### config.mk
export PLATFORM = sky130hd
export DESIGN_NAME = spi_loopback_top
export DESIGN_NICKNAME = d
export VERILOG_FILES = /design/src/spi_pkg.sv /design/src/spi_edge_detect.sv /design/src/spi_loopback_top.sv /design/src/spi_master.sv /design/src/spi_slave_rx.sv
export SDC_FILE = /design/constraint.sdc
export NUM_CORES = 1
export LEC_CHECK = 0
export ABC_AREA = 1
export BUFFER_PORTS_ARGS = -buffer_cell sky130_fd_sc_hd__clkbuf_2
export CAP_MARGIN = 20
export CORE_MARGIN = 5
export CORE_UTILIZATION = 50
export CTS_CLUSTER_DIAMETER = 100
export CTS_CLUSTER_SIZE = 30
export DETAILED_ROUTE_END_ITERATION = 10
export PLACE_DENSITY = 0.75
export SETUP_SLACK_MARGIN = 0.5
export SLEW_MARGIN = 25
export SYNTH_ARGS = -nofsm -noshare
export SYNTH_HDL_FRONTEND = slang
export SYNTH_SLANG_ARGS = --single-unit
### constraint.sdc
create_clock -name sclk -period 2.5 [get_ports sclk]
set_input_delay 0.25 -clock sclk [delete_from_list [all_inputs] [get_ports sclk]]
set_output_delay 0.25 -clock sclk [all_outputs]
set_load 0.02 [all_outputs]
### src/spi_pkg.sv
package spi_pkg;

   // Frame size and serial clock timing
   localparam int word_width = 8;
   localparam int spi_half_period = 4;

   // Counter widths derived from the frame timing
   localparam int bit_cnt_width = $clog2(word_width);
   localparam int half_cnt_width = $clog2(spi_half_period);
   localparam int edge_cnt_width = $clog2(2 * word_width + 1);

   typedef logic [word_width-1:0] spi_word_t;

   // Bit 1 is clock polarity, bit 0 is clock phase
   typedef logic [1:0] spi_mode_t;

   // Lines driven by the master
   typedef struct packed {
      logic spi_clk;
      logic cs_n;
      logic mosi;
   } spi_lines_t;

   // Bus state with nothing selected and the clock low
   localparam spi_lines_t spi_lines_idle = '{spi_clk: 1'b0, cs_n: 1'b1, mosi: 1'b0};

endpackage

### src/spi_edge_detect.sv
`timescale 1ns/100ps

module spi_edge_detect (
   input  logic                sclk,
   input  logic                rst,
   input  spi_pkg::spi_lines_t lines,
   input  spi_pkg::spi_mode_t  mode,
   output logic                sample,
   output logic                shift,
   output logic                frame_start,
   output logic                frame_end,
   output logic                mosi_sync
);
   import spi_pkg::*;

   spi_lines_t meta_q;
   spi_lines_t sync_q;
   logic       last_clk;
   logic       last_cs_n;
   logic       clk_rise;
   logic       clk_fall;
   logic       in_frame;
   logic       leading;
   logic       trailing;

   // Two flops per line, then one more for edge detection
   always_ff @(posedge sclk or posedge rst) begin
      if (rst) begin
         meta_q    <= spi_lines_idle;
         sync_q    <= spi_lines_idle;
         last_clk  <= 1'b0;
         last_cs_n <= 1'b1;
      end else begin
         meta_q    <= lines;
         sync_q    <= meta_q;
         last_clk  <= sync_q.spi_clk;
         last_cs_n <= sync_q.cs_n;
      end
   end

   assign clk_rise = sync_q.spi_clk && !last_clk;
   assign clk_fall = !sync_q.spi_clk && last_clk;

   // Selected on both sides of the edge, which masks idle level changes
   assign in_frame = !sync_q.cs_n && !last_cs_n;

   // Polarity picks which direction leads
   assign leading  = mode[1] ? clk_fall : clk_rise;
   assign trailing = mode[1] ? clk_rise : clk_fall;

   assign sample = in_frame && (mode[0] ? trailing : leading);
   assign shift  = in_frame && (mode[0] ? leading : trailing);

   assign frame_start = last_cs_n && !sync_q.cs_n;
   assign frame_end   = !last_cs_n && sync_q.cs_n;
   assign mosi_sync   = sync_q.mosi;

endmodule

### src/spi_loopback_top.sv
`timescale 1ns/100ps

module spi_loopback_top (
   input  logic               sclk,
   input  logic               rst,
   input  spi_pkg::spi_mode_t mode,
   input  logic               start,
   input  spi_pkg::spi_word_t tx_word,
   output logic               busy,
   output logic               done,
   output spi_pkg::spi_word_t rx_word,
   output logic               slave_valid,
   output spi_pkg::spi_word_t slave_word
);
   import spi_pkg::*;

   // Internal SPI bus
   spi_lines_t lines;
   logic       miso;

   spi_master u_spi_master (
      .sclk    (sclk),
      .rst     (rst),
      .start   (start),
      .tx_word (tx_word),
      .mode    (mode),
      .lines   (lines),
      .miso    (miso),
      .busy    (busy),
      .done    (done),
      .rx_word (rx_word)
   );

   spi_slave_rx u_spi_slave_rx (
      .sclk        (sclk),
      .rst         (rst),
      .lines       (lines),
      .mode        (mode),
      .miso        (miso),
      .slave_valid (slave_valid),
      .slave_word  (slave_word)
   );

endmodule

### src/spi_master.sv
`timescale 1ns/100ps

module spi_master (
   input  logic                sclk,
   input  logic                rst,
   input  logic                start,
   input  spi_pkg::spi_word_t  tx_word,
   input  spi_pkg::spi_mode_t  mode,
   output spi_pkg::spi_lines_t lines,
   input  logic                miso,
   output logic                busy,
   output logic                done,
   output spi_pkg::spi_word_t  rx_word
);
   import spi_pkg::*;

   typedef enum logic [1:0] {st_idle, st_active, st_finish} state_type;

   state_type                 st_reg;
   spi_mode_t                 mode_reg;
   spi_lines_t                lines_reg;
   logic [half_cnt_width-1:0] half_cnt;
   logic [edge_cnt_width-1:0] edge_cnt;
   logic                      done_reg;
   spi_word_t                 tx_shift;
   spi_word_t                 rx_shift;
   spi_word_t                 rx_word_reg;
   logic                      accept;
   logic                      frame_over;
   logic                      half_end;
   logic                      sample_edge;

   // Requests are only taken while idle
   assign accept = start && (st_reg == st_idle);

   // All 2 x word_width clock edges have been produced
   assign frame_over = (edge_cnt == edge_cnt_width'(2 * word_width));

   assign half_end = (st_reg == st_active) && !frame_over &&
                     (half_cnt == half_cnt_width'(spi_half_period - 1));

   // Edge about to be produced is leading when the count is even;
   // phase 0 samples on leading edges, phase 1 on trailing ones
   assign sample_edge = (edge_cnt[0] == mode_reg[0]);

   always_ff @(posedge sclk or posedge rst) begin
      if (rst) begin
         st_reg    <= st_idle;
         mode_reg  <= '0;
         lines_reg <= spi_lines_idle;
         half_cnt  <= '0;
         edge_cnt  <= '0;
         done_reg  <= 1'b0;
      end else begin
         done_reg <= 1'b0;
         case (st_reg)
            st_idle: begin
               lines_reg.spi_clk <= mode_reg[1];
               if (accept) begin
                  st_reg            <= st_active;
                  mode_reg          <= mode;
                  lines_reg.spi_clk <= mode[1];
                  lines_reg.cs_n    <= 1'b0;
                  // First bit is on the line as chip select falls
                  lines_reg.mosi    <= tx_word[word_width-1];
                  // Puts the first edge spi_half_period cycles after start
                  half_cnt          <= half_cnt_width'(1);
                  edge_cnt          <= '0;
               end
            end
            st_active: begin
               if (frame_over) begin
                  lines_reg.cs_n <= 1'b1;
                  st_reg         <= st_finish;
               end else if (half_end) begin
                  lines_reg.spi_clk <= ~lines_reg.spi_clk;
                  half_cnt          <= '0;
                  edge_cnt          <= edge_cnt + 1'b1;
                  if (!sample_edge) begin
                     lines_reg.mosi <= tx_shift[word_width-1];
                  end
               end else begin
                  half_cnt <= half_cnt + 1'b1;
               end
            end
            st_finish: begin
               done_reg <= 1'b1;
               st_reg   <= st_idle;
            end
            default: begin
               st_reg <= st_idle;
            end
         endcase
      end
   end

   // Data path
   always_ff @(posedge sclk) begin
      if (accept) begin
         // Phase 1 re-presents the MSB on its first shift edge
         tx_shift <= mode[0] ? tx_word : tx_word << 1;
      end else if (half_end && !sample_edge) begin
         tx_shift <= tx_shift << 1;
      end
      if (half_end && sample_edge) begin
         rx_shift <= {rx_shift[word_width-2:0], miso};
      end
      if (st_reg == st_finish) begin
         rx_word_reg <= rx_shift;
      end
   end

   assign lines   = lines_reg;
   assign busy    = (st_reg != st_idle);
   assign done    = done_reg;
   assign rx_word = rx_word_reg;

endmodule

### src/spi_slave_rx.sv
`timescale 1ns/100ps

module spi_slave_rx (
   input  logic                sclk,
   input  logic                rst,
   input  spi_pkg::spi_lines_t lines,
   input  spi_pkg::spi_mode_t  mode,
   output logic                miso,
   output logic                slave_valid,
   output spi_pkg::spi_word_t  slave_word
);
   import spi_pkg::*;

   typedef enum logic {st_idle, st_sample} state_type;

   state_type                st_reg;
   state_type                st_nxt;
   logic [bit_cnt_width-1:0] cnt_reg;
   logic [bit_cnt_width-1:0] cnt_nxt;
   spi_word_t                din_reg;
   spi_word_t                din_nxt;
   spi_word_t                word_reg;
   spi_mode_t                mode_reg;
   logic                     miso_reg;
   logic                     valid_reg;
   logic                     sample_stb;
   logic                     shift_stb;
   logic                     frame_start;
   logic                     frame_end;
   logic                     mosi_sync;
   logic                     last_bit;

   spi_edge_detect u_spi_edge_detect (
      .sclk        (sclk),
      .rst         (rst),
      .lines       (lines),
      .mode        (mode_reg),
      .sample      (sample_stb),
      .shift       (shift_stb),
      .frame_start (frame_start),
      .frame_end   (frame_end),
      .mosi_sync   (mosi_sync)
   );

   assign last_bit = (cnt_reg == bit_cnt_width'(word_width - 1));
   assign din_nxt  = {din_reg[word_width-2:0], mosi_sync};

   always_comb begin
      st_nxt  = st_reg;
      cnt_nxt = cnt_reg;
      case (st_reg)
         st_idle: begin
            if (frame_start) begin
               st_nxt  = st_sample;
               cnt_nxt = '0;
            end
         end
         st_sample: begin
            // Early chip select rise drops the partial word
            if (frame_end) begin
               st_nxt  = st_idle;
               cnt_nxt = '0;
            end else if (sample_stb) begin
               cnt_nxt = last_bit ? '0 : cnt_reg + 1'b1;
            end
         end
         default: begin
            st_nxt = st_idle;
         end
      endcase
   end

   always_ff @(posedge sclk or posedge rst) begin
      if (rst) begin
         st_reg    <= st_idle;
         cnt_reg   <= '0;
         din_reg   <= '0;
         word_reg  <= '0;
         mode_reg  <= '0;
         miso_reg  <= 1'b0;
         valid_reg <= 1'b0;
      end else begin
         st_reg    <= st_nxt;
         cnt_reg   <= cnt_nxt;
         valid_reg <= 1'b0;
         // Mode is frozen for the length of a frame
         if (st_reg == st_idle) begin
            mode_reg <= mode;
         end
         if (st_reg == st_sample && sample_stb) begin
            din_reg <= din_nxt;
            if (last_bit) begin
               valid_reg <= 1'b1;
               word_reg  <= din_nxt;
            end
         end
         // Echo bit follows the register MSB between frames and on shift edges
         if (st_reg == st_idle || shift_stb) begin
            miso_reg <= din_reg[word_width-1];
         end
      end
   end

   assign miso        = miso_reg;
   assign slave_valid = valid_reg;
   assign slave_word  = word_reg;

endmodule

Yosys cells after proc, flatten, opt, wreduce, memory -nomap -nowiden
Cells that the tools add are included. Widths: inputs -> output; s select.

Add/sub/neg operators: 3. $mul: 0. Div/mod/pow operators: 0. Magnitude comparators: 0. Equality and inequality tests: 13. Shifts and indexed selects: 0. Muxes and demuxes: 36. Bitwise operators: 2. Reduce and logical (&&, ||, !) cells: 33.

Operators by type and width (number): $mux 8 (3); $mux 1 (15); $mux 3 (5); $mux 5 (3); $logic_and 1x1->1 (13); $pmux 3 s2 (2); $pmux 5 s2 (1); $reduce_and 3->1 (3); $mux 2 (4); $ne 2x1->1 const B (4); $pmux 2 s2 (2); $reduce_and 2->1 (4); $logic_not 1->1 (6); $reduce_bool 2->1 (3); $add 5x1->5 const B (1); $eq 5x5->1 const B (1); $reduce_and 5->1 (1); $eq 2x2->1 const B (2); $ne 2x2->1 const B (2); $reduce_and 4->1 (1); $add 3x1->3 const B (1); $eq 3x3->1 const B (1); $ne 3x3->1 const B (1); $add 2x1->2 const B (1); 6 further kinds (7).

Register bits after elaboration: 71. Latch bits: 0. Bits in writable memories: 0. ROM bits: 0. Bits of input ports: 13. Output and inout port bits: 19. Logic and storage cells: 113. Memories kept: 0.

Longest topological paths before layout
Depth after elaboration: 8. Mapped depth: 8. Gate-level depth less buffers: 8.

Cells and area by module
From an unflattened synthesis, not the netlist that was laid out.

Cells, all modules: 286. Area, all modules: 2996.6 um^2.

Modules (own cells, without submodules): spi_master (instances 1, cells each 148, area each 1639.1 um^2, sequential area each 1097.3 um^2); spi_slave_rx (instances 1, cells each 107, area each 1059.8 um^2, sequential area each 600.6 um^2); spi_edge_detect (instances 1, cells each 31, area each 297.8 um^2, sequential area each 203.9 um^2).

Worst setup path after synthesis
Ideal clock, no wire load.

Path kind: flip-flop to flip-flop. Start point: reg u_spi_master.edge_cnt[0]. End point: reg u_spi_master.rx_shift[0] (enable). Setup time: 370 ps. Arrival time: 1322 ps. Data required time: 2130 ps. Setup slack: 808 ps. Cell stages (with the launch flop): 6. Buffers on the path: 0. Clock period less this slack: 1692 ps. Path through: dfrtp_1 > inv_1 > ha_1 > nand3_1 > nand3_2 > nor2_1.

Longest elaborated chain between the ends: 5. Elaborated cells on any way between the ends: 6. Those cells by class: eq/ne: 2; reduce/logical: 4.

RTL lines: start, declared (line spi_master.sv:23) `logic [edge_cnt_width-1:0] edge_cnt;`; start signal, assigned (line spi_master.sv:78) `edge_cnt <= edge_cnt + 1'b1;`; $eq 5x5->1 (line spi_master.sv:37) `assign frame_over = (edge_cnt == edge_cnt_width'(2 * word_width));`; $logic_not 1->1 (line spi_master.sv:39) `assign half_end = (st_reg == st_active) && !frame_over &&`; $logic_and 1x1->1 (2 in a row) (line spi_master.sv:39); $logic_and 1x1->1 (*) (line spi_master.sv:105) `if (half_end && sample_edge) begin`; end signal, assigned (line spi_master.sv:106) `rx_shift <= {rx_shift[word_width-2:0], miso};`; end, declared (line spi_master.sv:26) `spi_word_t rx_shift;`.

Every way passes the cells marked *; elsewhere a longest branch is shown, timed or not. A chain may end at the register's enable or synchronous reset.

Final worst setup path
Start point: reg u_spi_master.edge_cnt[0]. End point: reg u_spi_master.rx_shift[1] (enable).

The elaborated chain is that of the path after synthesis.

==> impl_results.md <==
* Area leader, netlist: dfrtp_1
* Yosys top cell area share at 36.6%
* Status: completed
* R2r setup slk at 0.76 ns
* Max-cap violations at 0
* Site Rows at 28
* Final Max Slew Viols at 0
* Hold WS at 0.160 ns
* Post-CTS setup buffer count at 0
* Comb power frac at 2.0%
* Final min period at 1.74 ns
* Htree depth at 3
* Syn avg cell area at 10.7 sq um
* Mapped Area at 2940 sq um
* Critical path data required time at 2.50 ns
* Die H at 86.7 microns
* Vias in the first global route at 2021
* Drt first pass iters at 4
* Reg2reg path depth at 5
* YS warnings at 0
* Fmax achieved at 574 MHz
* Seq pwr share at 52.5%
* Clock slew at reported path FFs at 0.08 ns
* CTS tree: done
* Placer congestion estimate at 0.741
* Initial Util at 50.5%
* Worst setup path endpoint: u_spi_master.rx_shift[1]$_DFFE_PP_
* # setup viols final at 0
* Die Wd at 86.7 microns
* Number of antenna violations at the first check in global routing at 0
* Register bit count reported by yosys at 71
* Crit path capture type: flop
* RSZ-0062 raised after global routing: no
* Global-route wire length before repair at 8.87 mm
* Sequential-to-total area share from yosys stat at 64.7%
* Synth unique cells at 26
* Fin. Hold Viols at 0
* Slew @ Worst Pin at 0.649 ns
* Syn nets at 293
* Setup TNS at 0 ns
* Core area at 5820 sq um
* Max VDD drop at 0.410 mV
* Skew-Pair Late Insertion Delay at 0.34 ns
* Leakage power at 1.72 nW
* Final #Nets at 332
* Synth top area cells: dfrtp_1 37%, edfxtp_1 25%, nand2_1 11%
* Crit Path Category: reg -> reg
* Layout cells sized above 1 at 22.3%
* Final Routed Wirelength at 5.18 mm
* # DRC at 0
* GRT Util Overall at 15.3%
* Reg-to-Reg End: u_spi_master.rx_shift[1]$_DFFE_PP_
* Ant diodes at 0
* Worst r2r src: u_spi_master.edge_cnt[0]$_DFFE_PP0P_
* DR vias/cell at 5.02
* NetSw at 0.460 mW
* Clock network fraction of total power at 45.5%
* Rel. slew slack at 56.6%
* # IOs at 32
* Detailed-route via count at 1979
* DR WL/cell at 13.1 microns
* Clock skew at 0.00587 ns
* Overflow after GRT at 0
* Pint at 1.82 mW
* Most frequent cells in the layout: 86 x nand2_1, 43 x dfrtp_1, 31 x clkbuf_2
* Detail Route Antenna Nets at 0
* CTS root buf: clkbuf_8
* Worst-path maximum fanout at 8
* Critical Path AT at 1.74 ns
* Syn Inst Count at 275
* P&R area growth vs syn at 15.8%
* Die Area at 7510 sq um
* HPWL after detailed placement at 3.63 mm
* Startpoint Class: flop
* Power Density at 671 nW/um^2
* # port buffers at 31
* Switching Fraction at 20.2%
* Hold Crit Class: in -> reg
* Worst Setup SP: u_spi_master.edge_cnt[0]$_DFFE_PP0P_
* Commonest non-fill, non-tap cell in the layout: nand2_1
* Clock buffer depth at 2
* CTS Buf Count at 9
* Sink Count at 71
* Final worst path period share at 69.7%
* Initial DRC Count at 91
* Largest net degree at the start of global routing at 32
worst max-delay path, stage by stage, from the launching register on:
cell and delay [ns]:
dfrtp_1 0.44, inv_1 0.07, ha_1 0.19, nand3_1 0.16
nand3_2 0.17, nor2_2 0.37
worst min path at each step:
stage	slack, ns	cells after the start	startpoint	end
after floorplan	0.33	0	u_spi_slave_rx.u_spi_edge_detect.meta_q[0]$_DFF_PP0_	u_spi_slave_rx.u_spi_edge_detect.mosi_sync$_DFF_PP0_
after CTS	0.16	3	mode[1]	u_spi_slave_rx.mode_reg[1]$_DFFE_PP0N_
after global routing	0.16	3	mode[1]	u_spi_slave_rx.mode_reg[1]$_DFFE_PP0N_
final	0.16	3	mode[1]	u_spi_slave_rx.mode_reg[1]$_DFFE_PP0N_
after detailed placement	0.25	2	rst	u_spi_slave_rx.slave_word[2]$_DFFE_PP0P_
after global placement	0.25	2	rst	u_spi_slave_rx.slave_word[1]$_DFFE_PP0P_
power groups by stage:
| stage | Sequential [mW] | Clock, mW | Combinational [mW] |
|---|---|---|---|
| after CTS | 1.20 | 1.05 | 0.0472 |
| after global placement | 1.22 | 0 | 0.0450 |
| after floorplan | 1.22 | 0 | 0.0261 |
| after global routing | 1.20 | 1.10 | 0.0528 |
| final | 1.20 | 1.04 | 0.0457 |
| after detailed placement | 1.22 | 0 | 0.0457 |
Yosys cell counts, drive strengths merged:
master,n
o21ai,16
nand4,2
a31oi,7
xnor2,1
dfrtp,43
ha,5
inv,24
clkbuf,1
buf,4
edfxtp,24
nor2,19
xor2,3
nand2,88
o211ai,1
nor3,1
nand3,32
dfstp,4
routing by layer:
metal / track usage [%] / share of wire [%] / vias to the layer above
met2: 26.3 / 50 / 37
met1: 18.2 / 44 / 943
met3: 3.14 / 3.8 / 10
li1: - / - / 989
met5: 0 / 0 / -
met4: 7.37 / 2.1 / 0
cell type report:
| type | count | area (sq um) |
|---|---|---|
| repair buffers | 33 | 173 |
| flip-flops and latches | 71 | 1900 |
| clock buffers | 13 | 191 |
| inverters | 24 | 90.1 |
| multi-input cells | 175 | 907 |
| clock inverters | 3 | 43.8 |
| well taps | 75 | 93.8 |
| fillers | 510 | 2410 |
kinds of logic (layout without fill, tap and decap cells):
kind of cell               count (synthesis)  count (layout)  share of synthesized area, %
DFF                                       71              71                          64.7
adders and majority gates                  5               5                          2.13
AOI/OAI and AO/OA                         24              24                          4.47
and+or+nand+nor                          142             142                          23.0
xor gates and xnor gates                   4               4                          1.19
buffers and inverters                     29              73                          4.47
repair_timing:
action / CTS / global route
hold endpoints to repair: 16 / 0
resized for setup: 0 / 1
hold buffers: 1 / 0
setup endpoints to repair: 0 / 8
through the flow:
stage	power (mW)	instances	setup WS (ns)	util [%]	cell area, sq um
floorplan	1.25	275	0.808	-	2940
global placement	1.27	377	0.677	54.2	3150
detailed placement	1.27	377	0.564	54.2	3150
CTS	2.30	394	0.564	58.4	3400
global route	2.35	394	0.578	58.5	3400
finish	2.28	394	0.757	58.5	3400
(Power assumes the default switching activity.)
